`config.mk`:
```
export PLATFORM = sky130hd
export DESIGN_NAME = debug_unit
export DESIGN_NICKNAME = d
export VERILOG_FILES = /design/src/common/debug_pkg.sv /design/src/hdl/debug_unit.sv /design/src/hdl/program_loader.sv /design/src/hdl/state_dumper.sv /design/src/uart/uart_rx.sv /design/src/uart/uart_tx.sv
export SDC_FILE = /design/constraint.sdc
export NUM_CORES = 1
export LEC_CHECK = 0
export BUFFER_PORTS_ARGS = -buffer_cell sky130_fd_sc_hd__buf_2
export CORE_MARGIN = 2
export CORE_UTILIZATION = 40
export DETAILED_ROUTE_END_ITERATION = 8
export GPL_TIMING_DRIVEN = 0
export HOLD_SLACK_MARGIN = 0.03
export SETUP_SLACK_MARGIN = 0.2
export SLEW_MARGIN = 30
export SYNTH_ARGS = -nofsm -noshare
export SYNTH_HDL_FRONTEND = slang
export SYNTH_SLANG_ARGS = --single-unit
```
`constraint.sdc`:
```
create_clock -name clk -period 9.1 [get_ports clk]
set_input_delay 2.275 -clock clk [delete_from_list [all_inputs] [get_ports clk]]
set_output_delay 2.275 -clock clk [all_outputs]
set_load 0.005 [all_outputs]
```
`src/common/debug_pkg.sv`:
```
`default_nettype none

package debug_pkg;

    // One 32-bit serial word
    typedef logic [31:0] word_t;

    ////////////////////////////////////////
    // Serial frame timing
    ////////////////////////////////////////

    localparam int unsigned clks_per_bit = 8;

    ////////////////////////////////////////
    // Dump layout
    ////////////////////////////////////////

    localparam int unsigned num_regs          = 32;
    localparam int unsigned num_mem_words     = 20;
    localparam int unsigned num_stages        = 5;
    // Fetch, decode, execute, memory, writeback
    localparam int unsigned latch_counts [num_stages] = '{2, 6, 6, 4, 2};
    localparam int unsigned num_latch_signals = 20;
    // Pc word plus the three blocks
    localparam int unsigned dump_words = 1 + num_regs + num_mem_words + num_latch_signals;

    // Ends program loading, never written to memory
    localparam word_t halt_word = 32'h7FFF_FFFE;

    // Dumper phase encodings
    localparam logic [2:0] ph_idle   = 3'd0;
    localparam logic [2:0] ph_pc     = 3'd1;
    localparam logic [2:0] ph_regs   = 3'd2;
    localparam logic [2:0] ph_mem    = 3'd3;
    localparam logic [2:0] ph_latch  = 3'd4;
    localparam logic [2:0] ph_wait   = 3'd5;
    localparam logic [2:0] ph_finish = 3'd6;

    // First received word is a command, later ones are program words
    typedef union packed {
        word_t raw;
        struct packed {
            logic [30:0] reserved;
            logic        step_mode;
        } fields;
    } debug_cmd_u;

endpackage

`default_nettype wire

```
`src/hdl/debug_unit.sv`:
```
`timescale 1ns/1ps
`default_nettype none

module debug_unit
    import debug_pkg::*;
(
    input  logic       clk,
    input  logic       rst,
    input  logic       rx,
    input  word_t      pc,
    input  word_t      reg_data,
    input  word_t      mem_data,
    input  word_t      latch_data,
    output logic       tx,
    output word_t      debug_address,
    output logic [6:0] latch_select,
    output logic       stall,
    output logic       dump_active,
    output logic       imem_we,
    output word_t      imem_addr,
    output word_t      imem_data,
    output logic       load_active
);

    logic [7:0] rx_byte;
    logic       rx_valid;
    logic       step_mode;
    word_t      last_addr;
    logic       tx_start;
    word_t      tx_word;
    logic       tx_done;

    uart_rx u_uart_rx (
        .clk      (clk),
        .rst      (rst),
        .rx       (rx),
        .rx_byte  (rx_byte),
        .rx_valid (rx_valid)
    );

    program_loader u_program_loader (
        .clk         (clk),
        .rst         (rst),
        .rx_byte     (rx_byte),
        .rx_valid    (rx_valid),
        .load_active (load_active),
        .step_mode   (step_mode),
        .imem_we     (imem_we),
        .imem_addr   (imem_addr),
        .imem_data   (imem_data),
        .last_addr   (last_addr)
    );

    state_dumper u_state_dumper (
        .clk           (clk),
        .rst           (rst),
        .load_active   (load_active),
        .step_mode     (step_mode),
        .last_addr     (last_addr),
        .rx_valid      (rx_valid),
        .pc            (pc),
        .reg_data      (reg_data),
        .mem_data      (mem_data),
        .latch_data    (latch_data),
        .tx_done       (tx_done),
        .tx_start      (tx_start),
        .tx_word       (tx_word),
        .debug_address (debug_address),
        .latch_select  (latch_select),
        .stall         (stall),
        .dump_active   (dump_active)
    );

    uart_tx u_uart_tx (
        .clk      (clk),
        .rst      (rst),
        .tx_start (tx_start),
        .tx_word  (tx_word),
        .tx       (tx),
        .tx_done  (tx_done)
    );

endmodule

`default_nettype wire

```
`src/hdl/program_loader.sv`:
```
`timescale 1ns/1ps
`default_nettype none

module program_loader
    import debug_pkg::*;
(
    input  logic       clk,
    input  logic       rst,
    input  logic [7:0] rx_byte,
    input  logic       rx_valid,
    output logic       load_active,
    output logic       step_mode,
    output logic       imem_we,
    output word_t      imem_addr,
    output word_t      imem_data,
    output word_t      last_addr
);

    logic [1:0]  byte_cnt;
    logic [23:0] byte_sr;
    logic        in_program;
    logic        word_done;
    word_t       wr_ptr;
    debug_cmd_u  rx_word;

    // Fourth byte completes the word
    assign rx_word.raw = {rx_byte, byte_sr};
    assign word_done   = rx_valid && load_active && byte_cnt == 2'd3;

    always_ff @(posedge clk)
    begin
        if (rx_valid)
            byte_sr <= {rx_byte, byte_sr[23:8]};
        if (word_done)
            imem_data <= rx_word.raw;
    end

    ////////////////////////////////////////
    // Command word, then program words
    ////////////////////////////////////////

    always_ff @(posedge clk or posedge rst)
    begin
        if (rst)
        begin
            byte_cnt    <= '0;
            in_program  <= 1'b0;
            load_active <= 1'b1;
            step_mode   <= 1'b0;
            imem_we     <= 1'b0;
            imem_addr   <= '0;
            wr_ptr      <= '0;
            last_addr   <= '1;
        end
        else
        begin
            imem_we <= 1'b0;
            if (rx_valid && load_active)
                byte_cnt <= byte_cnt + 2'd1;
            if (word_done)
            begin
                if (!in_program)
                begin
                    step_mode  <= rx_word.fields.step_mode;
                    in_program <= 1'b1;
                end
                else if (rx_word.raw == halt_word)
                    load_active <= 1'b0;
                else
                begin
                    imem_we   <= 1'b1;
                    imem_addr <= wr_ptr;
                    last_addr <= wr_ptr;
                    wr_ptr    <= wr_ptr + 32'd1;
                end
            end
        end
    end

endmodule

`default_nettype wire

```
`src/hdl/state_dumper.sv`:
```
`timescale 1ns/1ps
`default_nettype none

module state_dumper
    import debug_pkg::*;
(
    input  logic       clk,
    input  logic       rst,
    input  logic       load_active,
    input  logic       step_mode,
    input  word_t      last_addr,
    input  logic       rx_valid,
    input  word_t      pc,
    input  word_t      reg_data,
    input  word_t      mem_data,
    input  word_t      latch_data,
    input  logic       tx_done,
    output logic       tx_start,
    output word_t      tx_word,
    output word_t      debug_address,
    output logic [6:0] latch_select,
    output logic       stall,
    output logic       dump_active
);

    logic [2:0] phase;
    logic [2:0] next_phase;
    logic [2:0] stage;
    logic [3:0] sig;
    logic       batch_hold;
    logic       step_release;
    logic       trigger;

    assign trigger = step_mode ? rx_valid : (pc == last_addr + 32'd1);

    assign latch_select = {stage, sig};

    // Step mode lets the core run for a single cycle after each dump
    assign stall = step_mode ? (!load_active && !step_release) : batch_hold;

    always_ff @(posedge clk)
    begin
        case (phase)
            ph_pc:    tx_word <= pc;
            ph_regs:  tx_word <= reg_data;
            ph_mem:   tx_word <= mem_data;
            ph_latch: tx_word <= latch_data;
            default:  tx_word <= tx_word;
        endcase
    end

    ////////////////////////////////////////
    // Dump sequence
    ////////////////////////////////////////

    always_ff @(posedge clk or posedge rst)
    begin
        if (rst)
        begin
            phase         <= ph_idle;
            next_phase    <= ph_idle;
            stage         <= '0;
            sig           <= '0;
            debug_address <= '0;
            tx_start      <= 1'b0;
            batch_hold    <= 1'b0;
            step_release  <= 1'b0;
            dump_active   <= 1'b0;
        end
        else
        begin
            tx_start     <= 1'b0;
            step_release <= 1'b0;
            case (phase)
                ph_idle:
                begin
                    if (!load_active && trigger)
                    begin
                        phase       <= ph_pc;
                        dump_active <= 1'b1;
                        if (!step_mode)
                            batch_hold <= 1'b1;
                    end
                end
                ph_pc:
                begin
                    tx_start      <= 1'b1;
                    debug_address <= '0;
                    next_phase    <= ph_regs;
                    phase         <= ph_wait;
                end
                ph_regs:
                begin
                    tx_start <= 1'b1;
                    phase    <= ph_wait;
                    if (debug_address == word_t'(num_regs - 1))
                    begin
                        debug_address <= '0;
                        next_phase    <= ph_mem;
                    end
                    else
                        debug_address <= debug_address + 32'd1;
                end
                ph_mem:
                begin
                    tx_start <= 1'b1;
                    phase    <= ph_wait;
                    if (debug_address == word_t'(num_mem_words - 1))
                    begin
                        debug_address <= '0;
                        stage         <= '0;
                        sig           <= '0;
                        next_phase    <= ph_latch;
                    end
                    else
                        debug_address <= debug_address + 32'd1;
                end
                ph_latch:
                begin
                    tx_start <= 1'b1;
                    phase    <= ph_wait;
                    // Last signal of this stage
                    if (sig == 4'(latch_counts[stage] - 1))
                    begin
                        sig <= '0;
                        if (stage == 3'(num_stages - 1))
                        begin
                            stage      <= '0;
                            next_phase <= ph_finish;
                        end
                        else
                            stage <= stage + 3'd1;
                    end
                    else
                        sig <= sig + 4'd1;
                end
                ph_wait:
                begin
                    if (tx_done)
                        phase <= next_phase;
                end
                ph_finish:
                begin
                    dump_active <= 1'b0;
                    // Batch mode ends here for the rest of the run
                    if (step_mode)
                    begin
                        step_release <= 1'b1;
                        phase        <= ph_idle;
                    end
                end
                default:
                    phase <= ph_idle;
            endcase
        end
    end

endmodule

`default_nettype wire

```
`src/uart/uart_rx.sv`:
```
`timescale 1ns/1ps
`default_nettype none

module uart_rx
    import debug_pkg::*;
(
    input  logic       clk,
    input  logic       rst,
    input  logic       rx,
    output logic [7:0] rx_byte,
    output logic       rx_valid
);

    logic       rx_meta;
    logic       rx_sync;
    logic       busy;
    logic [7:0] cycle_cnt;
    // 0 is the start bit, 1 to 8 data, 9 the stop bit
    logic [3:0] bit_idx;

    // Two-stage synchronizer, idles high
    always_ff @(posedge clk or posedge rst)
    begin
        if (rst)
        begin
            rx_meta <= 1'b1;
            rx_sync <= 1'b1;
        end
        else
        begin
            rx_meta <= rx;
            rx_sync <= rx_meta;
        end
    end

    always_ff @(posedge clk or posedge rst)
    begin
        if (rst)
        begin
            busy      <= 1'b0;
            cycle_cnt <= '0;
            bit_idx   <= '0;
            rx_valid  <= 1'b0;
        end
        else
        begin
            rx_valid <= 1'b0;
            if (!busy)
            begin
                if (!rx_sync)
                begin
                    busy      <= 1'b1;
                    cycle_cnt <= '0;
                    bit_idx   <= '0;
                end
            end
            else if (bit_idx == 4'd0)
            begin
                // Half a bit in, recheck the start bit
                if (cycle_cnt == 8'(clks_per_bit / 2 - 1))
                begin
                    cycle_cnt <= '0;
                    if (rx_sync)
                        busy <= 1'b0;
                    else
                        bit_idx <= 4'd1;
                end
                else
                    cycle_cnt <= cycle_cnt + 8'd1;
            end
            else if (cycle_cnt == 8'(clks_per_bit - 1))
            begin
                cycle_cnt <= '0;
                if (bit_idx == 4'd9)
                begin
                    busy     <= 1'b0;
                    rx_valid <= rx_sync;
                end
                else
                    bit_idx <= bit_idx + 4'd1;
            end
            else
                cycle_cnt <= cycle_cnt + 8'd1;
        end
    end

    // Data bits arrive lsb first
    always_ff @(posedge clk)
    begin
        if (busy && bit_idx != 4'd0 && bit_idx != 4'd9 && cycle_cnt == 8'(clks_per_bit - 1))
            rx_byte <= {rx_sync, rx_byte[7:1]};
    end

endmodule

`default_nettype wire

```
`src/uart/uart_tx.sv`:
```
`timescale 1ns/1ps
`default_nettype none

module uart_tx
    import debug_pkg::*;
(
    input  logic  clk,
    input  logic  rst,
    input  logic  tx_start,
    input  word_t tx_word,
    output logic  tx,
    output logic  tx_done
);

    logic [39:0] frame;
    logic [39:0] shift_reg;
    logic        busy;
    logic [7:0]  cycle_cnt;
    logic [5:0]  bit_cnt;

    ////////////////////////////////////////
    // Four 8N1 bytes, lsb byte first
    ////////////////////////////////////////

    always_comb
    begin
        for (int i = 0; i < 4; i++)
        begin
            frame[i*10 +: 10] = {1'b1, tx_word[i*8 +: 8], 1'b0};
        end
    end

    always_ff @(posedge clk or posedge rst)
    begin
        if (rst)
        begin
            shift_reg <= '1;
            busy      <= 1'b0;
            cycle_cnt <= '0;
            bit_cnt   <= '0;
            tx_done   <= 1'b0;
        end
        else
        begin
            tx_done <= 1'b0;
            if (!busy)
            begin
                if (tx_start)
                begin
                    shift_reg <= frame;
                    busy      <= 1'b1;
                    cycle_cnt <= '0;
                    bit_cnt   <= '0;
                end
            end
            else if (cycle_cnt == 8'(clks_per_bit - 1))
            begin
                cycle_cnt <= '0;
                // Shift in ones so the line idles high
                shift_reg <= {1'b1, shift_reg[39:1]};
                if (bit_cnt == 6'd39)
                begin
                    busy    <= 1'b0;
                    tx_done <= 1'b1;
                end
                else
                    bit_cnt <= bit_cnt + 6'd1;
            end
            else
                cycle_cnt <= cycle_cnt + 8'd1;
        end
    end

    assign tx = shift_reg[0];

endmodule

`default_nettype wire
```
== Word level (Yosys, flattened, before mapping) ==
Memory sizes are Yosys's and may differ from the RTL's.
Index checks and enable logic that the tools add are counted.
Word-level totals
  memories: 1
  logic and storage cells: 183
  bits in read-only memories: 256
  register bits: 319
Operators by class
  reductions and logical operators: 30
  magnitude comparators: 1
  bitwise operators: 4
  eq/ne operators: 33
  mux-type cells: 71
  $add $sub $neg: 11
Memory list
  (no name shown): words 8, bits a word 32, read ports 1, clocked after memory_dff 0, write ports 0, RTL line state_dumper.sv:123  | if (sig == 4'(latch_counts[stage] - 1))
Operators with widths (number)
  32-bit one-hot mux with 4 select lines: 1
  40-bit 2-to-1 mux: 3
  32-bit by 1-bit adder with 32-bit output (second input constant): 3
  32-bit one-hot mux with 3 select lines: 1
  32-bit by 5-bit == test with 1-bit output (second input constant): 2
  32-bit 2-to-1 mux: 2
  8-bit 2-to-1 mux: 8
  4-bit 2-to-1 mux: 11
  32-bit by 31-bit == test with 1-bit output (second input constant): 1
  32-bit == test: 1
  3-bit 2-to-1 mux: 10
  1-bit 2-to-1 mux: 26
  6-bit 2-to-1 mux: 4
  3-bit one-hot mux with 4 select lines: 2
  3-bit AND reduction: 6
  8-bit by 1-bit adder with 8-bit output (second input constant): 2
  8-bit by 3-bit == test with 1-bit output (second input constant): 2
  3-bit == test (second input constant): 4
  2-bit by 1-bit != test with 1-bit output (second input constant): 6
  2-bit != test (second input constant): 5
  5-bit AND reduction: 2
  3-bit != test (second input constant): 3
  4-bit by 1-bit adder with 4-bit output (second input constant): 2
  8-bit by 2-bit == test with 1-bit output (second input constant): 1
  other kinds (26): 42

== Depth between registers and ports, before layout ==
Gate-level depths: netlist (run 1).
  depth after elaboration: 8
  depth in mapped cells: 12

== By module ==
A second synthesis (run 1) with hierarchy kept.
Second synthesis, totals
  cell total of the unflattened synthesis: 1397
  area total of the unflattened synthesis: 15975.3 sq um
Modules (own cells, without submodules)
  state_dumper: times used 1, cells an instance 705, area each 6211.0 sq um, seq. area each 2187.1 sq um
  program_loader: times used 1, cells an instance 348, area each 5988.2 sq um, seq. area each 4275.4 sq um
  uart_tx: times used 1, cells an instance 239, area each 2603.7 sq um, seq. area each 1425.1 sq um
  uart_rx: times used 1, cells an instance 105, area each 1172.4 sq um, seq. area each 643.1 sq um

== Worst setup path before layout (run 1) ==
OpenSTA, ideal clock, no wires.
  kind: register to register
  from: register u_state_dumper.phase[1]
  to: register u_state_dumper.stage[0]
  required time: 8.979 ns
  buffers on the path: 1
  cell stages (with the launch flop): 8
  slack: 5.313 ns
  data arrival time: 3.666 ns
  cell sequence: dfrtp_1 -> clkbuf_1 -> nor2_1 -> xnor2_1 -> nand3_1 -> o21a_1 -> or2_1 -> a22o_1
On the way
  cells in the longest elaborated chain, start to end: 3
RTL lines
  start: declaration: RTL line state_dumper.sv:26  | logic [2:0] phase;
  start signal: assignment: RTL line state_dumper.sv:60  | phase <= ph_idle;
  start signal: assignment: RTL line state_dumper.sv:79  | phase <= ph_pc;
  start signal: assignment: RTL line state_dumper.sv:90  | phase <= ph_wait;
  3-bit == test or 3-bit by 2-bit == test with 1-bit output (tied branches): RTL line state_dumper.sv:74  | case (phase)
  2-bit by 1-bit != test with 1-bit output (no source line) or 2-bit nonzero test (tied branches)
  3-bit AND reduction (no source line)
  end signal: assignment: RTL line state_dumper.sv:132  | stage <= stage + 3'd1;
  end: declaration: RTL line state_dumper.sv:28  | logic [2:0] stage;
Parallel ways exist; a longest one is shown, timed or not.
A chain may end at the register's enable or synchronous reset.

== Worst setup path in the final report (run 1) ==
  from: register u_program_loader.load_active
  to: output port stall
On the way
  cells in the longest elaborated chain, start to end: 3
RTL lines
  start: declaration: RTL line program_loader.sv:11  | output logic load_active,
  start signal: assignment: RTL line program_loader.sv:48  | load_active <= 1'b1;
  start signal: assignment: RTL line program_loader.sv:68  | load_active <= 1'b0;
  1-bit logical NOT: RTL line state_dumper.sv:39  | assign stall = step_mode ? (!load_active && !step_release) : batch_hold;
  1-bit logical AND: RTL line state_dumper.sv:39
  1-bit 2-to-1 mux: RTL line state_dumper.sv:39
  end: declaration: RTL line debug_unit.sv:17  | output logic stall,
Every way passes these cells.

==> results.txt, run 1 <==
----------------------------------------------------
[Layout]
  Net count reported at finish ... 1,950
  Top library cells by usage in the layout, fill and taps aside ... 345 x nand2_1, 238 x buf_2, 174 x o21ai_0, 147 x dfrtp_1, 104 x mux2i_1
  Layout-stage area growth over the synthesis result ... 21.0%
  Fraction of layout cells with a size suffix above 1 ... 0.225
  Filler instances ... 3,589
  Most frequent standard cell in the layout excluding fill and tap cells ... nand2_1
  Max FFs per register ... 39

[Logic synthesis]
  Share of synthesized registers carrying an async set or reset ... 0.698
  XOR/XNOR share of the synthesized area ... 0.0533
  Synth Warn # ... 0
  Adder-cell area share of the yosys netlist ... 0.0130
  Average instance area after synthesis ... 10.2 um2
  Sequential-to-total area share from yosys stat ... 0.553
  Synth cell types ... 72
  Most used flip-flop cell after synthesis ... dfrtp_1
  Fraction of synthesized area in multiplexers ... 0.0711
  Area fraction in compound gates after synthesis ... 0.0901
  Combined area of all synthesized cells ... 15,400 um2
  Number of enable flip-flop cells after synthesis ... 96
  Dominant combinational cell family by area after synthesis ... simple AND/OR/NAND/NOR gates
  Post-Synth Simple-Gate Area ... 0.194
  FF+latch count, synth ... 318
  Gate count of the mapped netlist ... 1,519
  Nets in the synthesized netlist ... 1,666

[Clock network]
  Clock tree from TritonCTS ... done
  Inserted Clock Buffers ... 37
  CTS Root Cell ... clkbuf_16
  Skew-Pair Late Insertion Delay ... 0.52 ns
  Hold buffers post-CTS ... 0
  Number of sinks on the clock net ... 318
  Number of levels in the clock H-tree ... 2
  Post-cts repair resize count ... 0
  # Post-CTS Setup Buffers ... 0
  Number of buffers on the longest clock path ... 3
  Clock-pin slew on the worst setup and hold paths ... 0.06 ns

[Route]
  Total Wirelength ... 42,000 um
  Remaining routing DRC violations ... 0
  Router iterations before antenna repair ... 6
  Final routed wire length divided by cell count ... 17.9 um
  Vias/cell ... 5.18
  Count of antenna-violating nets left after detailed routing ... 0
  Count of routing violations after the opening detailed-route iteration ... 766
  Routed via count ... 12,100

[Floorplan]
  Die boundary height ... 200 um
  Die Outline Area ... 40,200 um2
  Die X-Extent ... 200 um
  Io pins ... 239
  Effective utilization at floorplan ... 0.408
  Core Box Area ... 37,800 um2
  FP Rows ... 71

[Critical path]
  Crit path max-delay family ... flip-flops
  Max Fanout on Critical Path ... 7
  Category of the critical setup timing path ... register to output port
  Crit-path max cell delay ... 0.59 ns
  Kind of capture point of the worst setup path ... output port
  Required time reported for the critical path endpoint ... 6.83 ns
  Arrival time of the worst setup path ... 1.58 ns
  Worst path cell trace ... nor2_1 > mux2_2 > buf_2
  Startpoint types ... register
  Worst path bufs/invs ... 1
  Library cell contributing the largest single delay on the critical path ... dfstp_2

[Power]
  Switching power as a share of total power ... 0.228
  Net switching component of the power ... 0.745 mW
  Overall power consumption ... 3.27 mW
  Combinational share of power ... 0.061
  Peak supply drop ... 0.115 mV
  Share of power burned in the clock network ... 0.465
  Power per unit of standard cell area ... 175 nW/um2
  Sequential power share ... 0.474
  Internal Power ... 2.52 mW
  Leakage ... 8.80 nW

[STA]
  Max Transition Viols Final ... 0
  Worst Max-Slew Pin Slew ... 0.878 ns
  Final Hold Vio Count ... 0
  Min Hold Slack ... 0.359 ns
  RSZ-0062 raised after global routing ... false
  Number of endpoints failing setup at the final stage ... 0
  Worst relative slew slack ... 0.415
  Final clock skew ... 0.0183 ns
  Achievable Freq ... 259 MHz
  Period utilization ... 0.424
  Final critical-path required period ... 3.86 ns

[Global routing]
  Pin count of the biggest net entering global routing ... 87
  Global route total overflow ... 0
  Vias in the first global route ... 11,900
  Wire length of the first global-routing pass ... 65,800 um
  Total routing usage reported by global routing ... 0.206
  Antenna violations before repair ... 5

[Placement]
  Post-DP HPWL ... 31,300 um
  Count of port buffers added during placement ... 238
  Final GP Congestion ... 0.922

[Worst hold path]
  Class of the most critical hold timing path ... register to register

[Run]
  Number of max-cap violations ... 0

[Outcome]
  Run status ... finished clean

----------------------------------------------------
==> Yosys cell counts (3+ instances only) <==
library cell  instances  share of area
edfxtp_1             96           0.19
buf_4                 4         0.0019
and2_1                9         0.0036
clkbuf_1             56          0.014
or2_2                 4         0.0016
nand4_1              29          0.012
a21oi_1              16         0.0052
o21ai_1               5         0.0016
nor3_1               13         0.0042
nand4b_1              4         0.0023
nand3_1              56          0.018
mux2i_1             104          0.067
buf_1                 7         0.0017
nor4_1                9         0.0036
xnor2_1              54          0.031
o21bai_1              3         0.0015
nor2b_1              15         0.0061
o21ai_0             174          0.056
or3_1                 3         0.0012
inv_1                22         0.0054
nand2_1             345          0.084
xor2_1               40          0.023
and4_1                7         0.0040
o21a_1                4         0.0019
nor3b_1               4         0.0019
nor2_1               75          0.018
o41ai_1               6         0.0034
a22o_1                6         0.0034
dfrtp_1             148           0.24
dfstp_2              74           0.13
mux2_2                5         0.0036
and3_1               31          0.013
o31ai_1              10         0.0049
o2111ai_1             3         0.0017
a31oi_1               4         0.0016
nand2b_1             15         0.0061
buf_6                 3         0.0022
nand4_2               3         0.0024
ha_1                 16          0.013
==> worst reg2reg max path: stages (launching register included) <==
cell     delay (ns)
dfrtp_1        0.44
inv_1          0.09
ha_1           0.19
or2_2          0.27
ha_1           0.29
xor2_1         0.15
nand2_1        0.06
nor3_1         0.41
a21o_1         0.20
nand3_1        0.20
o21a_1         0.34
or2_1          0.25
a22o_1         0.24
==> through the flow <==
| step | cells | TNS [ns] | utilization | setup WS, ns | cell area [um2] |
|---|---|---|---|---|---|
| 5_1_grt | 2343 | 0 | 0.493 | 5.12 | 18700 |
| 4_1_cts | 2343 | 0 | 0.493 | 5.21 | 18700 |
| 6_report | 2344 | 0 | 0.493 | 5.24 | 18700 |
| 2_1_floorplan | 1519 | 0 | - | 0.870 | 15400 |
| 3_5_place_dp | 2275 | 0 | 0.460 | 4.78 | 17400 |
| 3_3_place_gp | 2268 | -301.87 | 0.456 | -2.09 | 17300 |
==> metal layers <==
metal  vias to the layer above  share of wire  GRT usage
li1                       5872              -          -
met2                       254           0.48      0.341
met4                         8          0.031     0.0680
met1                      5923           0.44      0.276
met5                         -         0.0013          0
met3                        87          0.041     0.0325
==> power groups by stage <==
| stage | Clock, mW | Combinational (mW) | Sequential [mW] |
|---|---|---|---|
| after floorplan | 0 | 0.122 | 1.57 |
| after global placement | 0 | 0.190 | 1.57 |
| after detailed placement | 0 | 0.200 | 1.58 |
| after CTS | 1.56 | 0.201 | 1.55 |
| after global routing | 1.61 | 0.227 | 1.56 |
| final | 1.52 | 0.198 | 1.55 |
==> cell families (layout without fill, tap and decap cells) <==
kind of cell / count (synthesis) / after routing
simple gates: 641 / 641
buf+inv: 95 / 408
mux: 109 / 109
flops: 318 / 318
fa+ha+maj: 16 / 16
xor+xnor: 94 / 94
compound gates: 246 / 246
other cells: 0 / 1
==> cell type report <==
type                            count  area [um2]  share of cell area
Clock inverter                     17         203              0.0109
Timing Repair Buffer              245        1320              0.0707
Clock buffer                       51        1050              0.0563
Antenna cell                        1        2.50            0.000134
Sequential cell                   318        8530               0.457
Inverter                           23        93.8             0.00503
Buffer                             72         315              0.0169
Multi-Input combinational cell   1106        6520               0.349
Tap cell                          511         639              0.0342
==> final timing paths <==
kind,depth (start not counted),slack (ns),from,to
max,3,5.24,u_program_loader.load_active$_DFFE_PP1P_,stall
min,0,0.36,u_uart_rx.rx_meta$_DFF_PP1_,u_uart_rx.rx_sync$_DFF_PP1_
max reg2reg,12,5.88,u_state_dumper.stage[0]$_DFFE_PP0P_,u_state_dumper.stage[0]$_DFFE_PP0P_
min reg2reg,0,0.36,u_uart_rx.rx_meta$_DFF_PP1_,u_uart_rx.rx_sync$_DFF_PP1_
max in group asynchronous,5,6.08,rst,u_program_loader.last_addr[1]$_DFFE_PP1P_
min in group asynchronous,2,1.68,rst,u_state_dumper.debug_address[12]$_DFFE_PP0P_
(Power assumes the default switching activity.)
==> run 2, diff against run 1 <==
- clock period: 9.1 -> 3.6 ns (I/O delays scaled with it)
==> results.txt, run 2 (synthesis results as in run 1) <==
----------------------------------------------------
[Outcome]
  Run status ... finished clean

[Clock network]
  CTS Root Cell ... clkbuf_16
  Number of sinks on the clock net ... 318 (unchanged)
  Number of levels in the clock H-tree ... 2 (unchanged)
  Clock-pin slew on the worst setup and hold paths ... 0.06 ns (about the same)
  Number of buffers on the longest clock path ... 3 (unchanged)
  Inserted Clock Buffers ... 37 (unchanged)
  Hold buffers post-CTS ... 0 (unchanged)
  Skew-Pair Late Insertion Delay ... 0.54 ns (+0.02 ns)
  Clock tree from TritonCTS ... done

[Global routing]
  Total routing usage reported by global routing ... 0.207 (+0.00117)
  Global route total overflow ... 0 (unchanged)
  Antenna violations before repair ... 3 (-2)
  Pin count of the biggest net entering global routing ... 30 (-66%)
  Wire length of the first global-routing pass ... 66,200 um (+0.66%)
  Vias in the first global route ... 12,000 (+0.77%)

[Route]
  Final routed wire length divided by cell count ... 17.8 um (-0.45%)
  Count of antenna-violating nets left after detailed routing ... 0 (unchanged)
  Routed via count ... 12,200 (+0.58%)
  Remaining routing DRC violations ... 0 (unchanged)
  Total Wirelength ... 41,900 um (-0.19%)
  Router iterations before antenna repair ... 5 (-1)
  Vias/cell ... 5.20 (+0.33%)
  Count of routing violations after the opening detailed-route iteration ... 789 (+3.0%)

[Placement]
  DP Cell Count ... 2,280 (+0.22%)
  Post-DP HPWL ... 31,700 um (+1.5%)
  Final GP Congestion ... 0.913 (-1.0%)
  Count of port buffers added during placement ... 238 (unchanged)
  Total cell area at the placement stage ... 17,600 um2 (+0.77%)

[Layout]
  Net count reported at finish ... 1,955 (+0.26%)
  Fraction of layout cells with a size suffix above 1 ... 0.228 (+0.00211)
  Filler instances ... 3,527 (-1.7%)
  Sequential cell area ... 8530 um2 (about the same)
  Post-route non-filler standard cell count ... 2,350 (+0.26%)
  Layout-stage area growth over the synthesis result ... 21.7%
  Max FFs per register ... 39 (unchanged)
  Design area ... 18,800 um2 (+0.62%)
  Multi-input gate area in the final layout ... 6530 um2 (+0.17%)
  Top library cells by usage in the layout, fill and taps aside ... 345 x nand2_1, 238 x buf_2, 174 x o21ai_0, 147 x dfrtp_1, 104 x mux2i_1
  Most frequent standard cell in the layout excluding fill and tap cells ... nand2_1
  Utilization of the core after routing ... 0.496 (+0.00304)

[STA]
  Period utilization ... 0.884
  Max Transition Viols Final ... 0 (unchanged)
  RSZ-0062 raised after global routing ... false
  Min Hold Slack ... 0.279 ns (-0.0801 ns)
  Final critical-path required period ... 3.18 ns
  Final clock skew ... 0.0112 ns (-0.00713 ns)
  Final Hold Vio Count ... 0 (unchanged)
  Worst Max-Slew Pin Slew ... 0.823 ns (-0.0547 ns)
  Achievable Freq ... 314 MHz
  Number of endpoints failing setup at the final stage ... 0 (unchanged)
  Worst relative slew slack ... 0.451 (+0.0365)

[Power]
  Power per unit of standard cell area ... 434 nW/um2 (+150%)
  Overall power consumption ... 8.16 mW (+150%)
  Peak supply drop ... 0.352 mV (+210%)
  Leakage ... 8.85 nW (+0.50%)

[Worst hold path]
  Class of the most critical hold timing path ... input port to asynchronous set/reset pin

[Floorplan]
  Io pins ... 239 (unchanged)
  Effective utilization at floorplan ... 0.408 (unchanged)
  Die X-Extent ... 200 um (unchanged)
  Core Box Area ... 37,800 um2 (unchanged)
  Die Outline Area ... 40,200 um2 (unchanged)
  Die boundary height ... 200 um (unchanged)
  FP Rows ... 71 (unchanged)

[Critical path]
  Worst path cell trace ... inv_1 > ha_1 > or2_2 > ha_1 > xor2_1 > nand2_1 > nor3_1 > a21o_1 > nand3_1 > o21a_1 > or2_1 > a22o_1
  Cell repeated most along the worst path ... ha_1
  Max Fanout on Critical Path ... 6 (-1)
  Startpoint types ... register
  Category of the critical setup timing path ... register to register
  Required time reported for the critical path endpoint ... 4.02 ns (-2.81 ns)
  Library cell contributing the largest single delay on the critical path ... dfrtp_1
  Worst path bufs/invs ... 1 (unchanged)
  Kind of capture point of the worst setup path ... register
  Crit path max-delay family ... simple AND/OR/NAND/NOR gates
  Arrival time of the worst setup path ... 3.60 ns (+2.02 ns)
  Crit-path max cell delay ... 0.44 ns (-0.15 ns)

[Run]
  Number of max-cap violations ... 0 (unchanged)

----------------------------------------------------
[run 2: cell types whose count changed in the layout (fill, tap and decap cells not counted), sizes merged]
cell / change
clkbuf: +6
buf: +5
bufinv: -3
inv: -2
clkinvlp: -1
diode: +1
[run 2: what timing repair did]
item	4_1_cts	5_1_grt
gates resized for setup	1	1
buffers inserted	0	0
gates cloned	0	0
setup endpoints to repair	13	2
[run 2: metrics by stage]
step / setup TNS, ns / setup slack (ns)
2_1_floorplan: -20.07 / -0.136
6_report: 0 / 0.418
3_3_place_gp: -343.52 / -1.70
3_5_place_dp: 0 / 0.197
4_1_cts: 0 / 0.438
5_1_grt: 0 / 0.211
[run 2: where the power goes]
part	leakage (nW)	internal (mW)	switching, mW
Clock	0.597	2.22	1.50
Sequential	3.63	3.83	0.0829
Combinational	4.62	0.216	0.307
Total	8.85	6.27	1.89
[run 2: path summary, 6_finish.rpt]
kind / start / to / slack [ns] / depth (start not counted)
max: u_state_dumper.stage[0]$_DFFE_PP0P_ / u_state_dumper.stage[0]$_DFFE_PP0P_ / 0.42 / 12
min: rst / u_state_dumper.debug_address[27]$_DFFE_PP0P_ / 0.28 / 2
max reg2reg: u_state_dumper.stage[0]$_DFFE_PP0P_ / u_state_dumper.stage[0]$_DFFE_PP0P_ / 0.42 / 12
min reg2reg: u_uart_rx.rx_meta$_DFF_PP1_ / u_uart_rx.rx_sync$_DFF_PP1_ / 0.35 / 0
max in group asynchronous: rst / u_program_loader.last_addr[9]$_DFFE_PP1P_ / 1.99 / 7
min in group clk: u_uart_rx.rx_meta$_DFF_PP1_ / u_uart_rx.rx_sync$_DFF_PP1_ / 0.35 / 0
[run 2: metal layers]
layer,global-route usage,vias to the layer above,wire (um)
li1,-,5892,-
met1,0.281,5938,18700
met2,0.330,293,19700
met3,0.0364,90,1940
met4,0.0810,2,1510
met5,0,-,11
[run 2: area by class of cell]
| class | instances | area share |
|---|---|---|
| Clock buffer | 57 | 0.0591 |
| Antenna cell | 2 | 0.000266 |
| Sequential cell | 318 | 0.454 |
| Multi-Input combinational cell | 1106 | 0.347 |
| Clock inverter | 11 | 0.00606 |
| Buffer | 72 | 0.0167 |
| Tap cell | 511 | 0.0340 |
| Inverter | 23 | 0.00479 |
| Timing Repair Buffer | 250 | 0.0773 |
==> run 3, diff against run 2 <==
- ABC_AREA: default -> 1
==> results.txt, run 3 <==
----------------------------------------------------
[Outcome]
  Run status ... finished clean

[Power]
  Sequential power share ... 0.481 (about the same)
  Power per unit of standard cell area ... 426 nW/um2 (-1.8%)
  Leakage ... 8.20 nW (-7.3%)
  Net switching component of the power ... 1.79 mW (-5.1%)
  Share of power burned in the clock network ... 0.460 (+0.004)
  Switching power as a share of total power ... 0.224 (-0.00752)
  Combinational share of power ... 0.060 (-0.004)
  Peak supply drop ... 0.276 mV (-22%)
  Overall power consumption ... 8.00 mW (-1.9%)
  Internal Power ... 6.21 mW (-0.92%)

[STA]
  Worst relative slew slack ... 0.488 (+0.0365)
  Worst Max-Slew Pin Slew ... 0.768 ns (-0.0548 ns)
  Final worst-path setup slack ... 0.770 ns (+0.352 ns)
  Final critical-path required period ... 2.83 ns (-0.352 ns)
  Final Hold Vio Count ... 0 (unchanged)
  Max Transition Viols Final ... 0 (unchanged)
  RSZ-0062 raised after global routing ... false
  Achievable Freq ... 353 MHz (+12%)
  Number of endpoints failing setup at the final stage ... 0 (unchanged)
  Period utilization ... 0.786 (-0.0979)
  Final clock skew ... 0.0125 ns (+0.00133 ns)

[Clock network]
  Skew-Pair Late Insertion Delay ... 0.54 ns (about the same)
  Clock-pin slew on the worst setup and hold paths ... 0.05 ns (about the same)
  # Post-CTS Setup Buffers ... 0 (unchanged)
  Number of buffers on the longest clock path ... 3 (unchanged)
  Inserted Clock Buffers ... 37 (unchanged)
  Number of sinks on the clock net ... 318 (unchanged)
  Post-cts repair resize count ... 0 (-1)
  CTS Root Cell ... clkbuf_16
  Number of levels in the clock H-tree ... 2 (unchanged)
  Clock tree from TritonCTS ... done
  Hold buffers post-CTS ... 0 (unchanged)

[Global routing]
  Total routing usage reported by global routing ... 0.223 (+0.0165)
  Vias in the first global route ... 12,700 (+6.2%)
  Antenna violations before repair ... 6 (+3)
  Wire length of the first global-routing pass ... 70,800 um (+6.9%)
  Pin count of the biggest net entering global routing ... 35 (+17%)
  Global route total overflow ... 0 (unchanged)

[Route]
  Total Wirelength ... 45,200 um (+7.9%)
  Count of antenna-violating nets left after detailed routing ... 0 (unchanged)
  Final routed wire length divided by cell count ... 17.4 um (-2.3%)
  Remaining routing DRC violations ... 0 (unchanged)
  Vias/cell ... 5.06 (-2.6%)
  Routed via count ... 13,100 (+7.5%)
  Router iterations before antenna repair ... 6 (+1)
  Count of routing violations after the opening detailed-route iteration ... 985 (+25%)

[Floorplan]
  Die Outline Area ... 40,400 um2 (+0.62%)
  Io pins ... 239 (unchanged)
  Die boundary height ... 201 um (+0.31%)
  Effective utilization at floorplan ... 0.404 (-0.00407)
  Die X-Extent ... 201 um (+0.31%)
  FP Rows ... 72 (+1.4%)
  Core Box Area ... 38,500 um2 (+1.6%)

[Placement]
  Post-DP HPWL ... 35,100 um (+11%)
  Dpl ws ... 0.768 ns (+0.571 ns)
  DP Cell Count ... 2,526 (+11%)
  Count of port buffers added during placement ... 238 (unchanged)
  Final GP Congestion ... 0.965 (+5.8%)

[Critical path]
  Category of the critical setup timing path ... register to register
  Kind of capture point of the worst setup path ... register
  Startpoint types ... register
  Arrival time of the worst setup path ... 3.18 ns (-0.42 ns)
  Max Fanout on Critical Path ... 10 (+4)
  Required time reported for the critical path endpoint ... 3.95 ns (-0.07 ns)

[Logic synthesis]
  Share of synthesized registers carrying an async set or reset ... 0.698 (unchanged)
  Number of enable flip-flop cells after synthesis ... 96 (unchanged)
  FF+latch count, synth ... 318 (unchanged)
  Synth Warn # ... 0 (unchanged)
  Most frequent cell after synthesis ... nand2_1
  Nets in the synthesized netlist ... 1,908 (+15%)
  Sequential-to-total area share from yosys stat ... 0.549 (-0.00347)
  Synth cell types ... 45 (-38%)
  Most used flip-flop cell after synthesis ... dfrtp_1
  Fraction of synthesized cell area taken by the top area cell type ... 0.238 (-0.00151)
  Ranking of synthesized cells by instance count ... 508 x nand2_1, 193 x inv_1, 148 x dfrtp_1
  Combined area of all synthesized cells ... 15,500 um2 (+0.63%)
  Gate count of the mapped netlist ... 1,761 (+16%)
  Average instance area after synthesis ... 8.82 um2 (-13%)
  Largest area contributor in the netlist ... dfrtp_1
  Synth area leaders ... dfrtp_1 24%, edfxtp_1 19%, dfstp_2 13%

[Layout]
  Layout-stage area growth over the synthesis result ... 20.9%
  Utilization of the core after routing ... 0.488 (-0.00824)
  Most frequent standard cell in the layout excluding fill and tap cells ... nand2_1
  Max FFs per register ... 39 (unchanged)
  Top library cells by usage in the layout, fill and taps aside ... 508 x nand2_1, 244 x buf_2, 190 x inv_1, 147 x dfrtp_1, 135 x nor2_1
  Post-route non-filler standard cell count ... 2,596 (+10%)
  Fraction of layout cells with a size suffix above 1 ... 0.206 (-0.0217)
  Net count reported at finish ... 2,194 (+12%)

[Run]
  Number of max-cap violations ... 0 (unchanged)

[Worst hold path]
  Class of the most critical hold timing path ... input port to asynchronous set/reset pin

----------------------------------------------------
-- run 3: cell types whose count changed after synthesis, moves of 28 or more --
cell / before / now
nand3_1: 56 / 98
inv_1: 22 / 193
nor2_1: 75 / 135
nand2_1: 345 / 508
mux2i_1: 104 / 0
xnor2_1: 54 / 26
o211ai_1: 1 / 31
o21ai_0: 174 / 81
and3_1: 31 / 1
-- run 3: per-layer routing --
layer	global-route usage	wire, um	share of wire
met1	0.313	20600	0.46
met2	0.358	21400	0.47
met3	0.0378	2300	0.051
met4	0.0614	867	0.019
met5	0	13	0.00029
-- run 3: power groups by stage --
stage	sequential [mW]	clock [mW]	combinational (mW)
3_5_place_dp	3.91	0	0.481
5_1_grt	3.86	3.93	0.546
3_3_place_gp	3.91	0	0.436
2_1_floorplan	3.90	0	0.278
4_1_cts	3.85	3.79	0.482
6_report	3.85	3.68	0.477
-- run 3: final cells by class --
class	count	area, um2
Inverter	198	747
Antenna cell	4	10.0
Timing Repair Buffer	247	1390
Buffer	47	191
Sequential cell	318	8530
Clock buffer	55	1090
Multi-Input combinational cell	1198	6070
Tap cell	518	648
Clock inverter	11	106
Fill cell	3699	19700
-- run 3: path summary, 6_finish.rpt --
kind	slack, ns	depth (start not counted)	from	end
setup / recovery	0.77	7	u_state_dumper.phase[0]$_DFFE_PP0P_	u_state_dumper.tx_word[12]$_DFFE_PN_
hold / removal	0.34	2	rst	u_program_loader.imem_we$_DFF_PP0_
setup reg to reg	0.77	7	u_state_dumper.phase[0]$_DFFE_PP0P_	u_state_dumper.tx_word[12]$_DFFE_PN_
hold reg to reg	0.36	0	u_uart_rx.rx_meta$_DFF_PP1_	u_uart_rx.rx_sync$_DFF_PP1_
max in group asynchronous	2.15	6	rst	u_uart_tx.shift_reg[16]$_DFFE_PP1P_
min in group clk	0.36	0	u_uart_rx.rx_meta$_DFF_PP1_	u_uart_rx.rx_sync$_DFF_PP1_
-- run 3: worst max-delay path, cell delays in order, from the launching register on --
cell	delay, ns
dfrtp_1	0.44
nor2_1	0.15
inv_1	0.10
nor2_2	0.52
clkbuf_1	0.45
clkbuf_1	0.63
nand2_1	0.10
nand4_1	0.23
-- run 3: cell families (layout without fill, tap and decap cells) --
logic type / count (synthesis) / count (layout) / synth area share
muxes: 1 / 1 / 0.000725
buffers and inverters: 245 / 558 / 0.0602
AOI/OAI and AO/OA: 216 / 216 / 0.0838
DFF: 318 / 318 / 0.549
adders and majority gates: 16 / 16 / 0.0129
other: 0 / 4 / 0
and+or+nand+nor: 882 / 882 / 0.246
xor gates and xnor gates: 83 / 83 / 0.0468
-- run 3: stage by stage --
stage          hold slack, ns  instance area, um2  TNS (ns)
5_1_grt                 0.351               18800         0
4_1_cts                 0.325               18800         0
3_3_place_gp            0.348               17400   -267.37
2_1_floorplan           0.345               15500    -20.07
3_5_place_dp            0.348               17600         0
6_report                0.344               18800         0
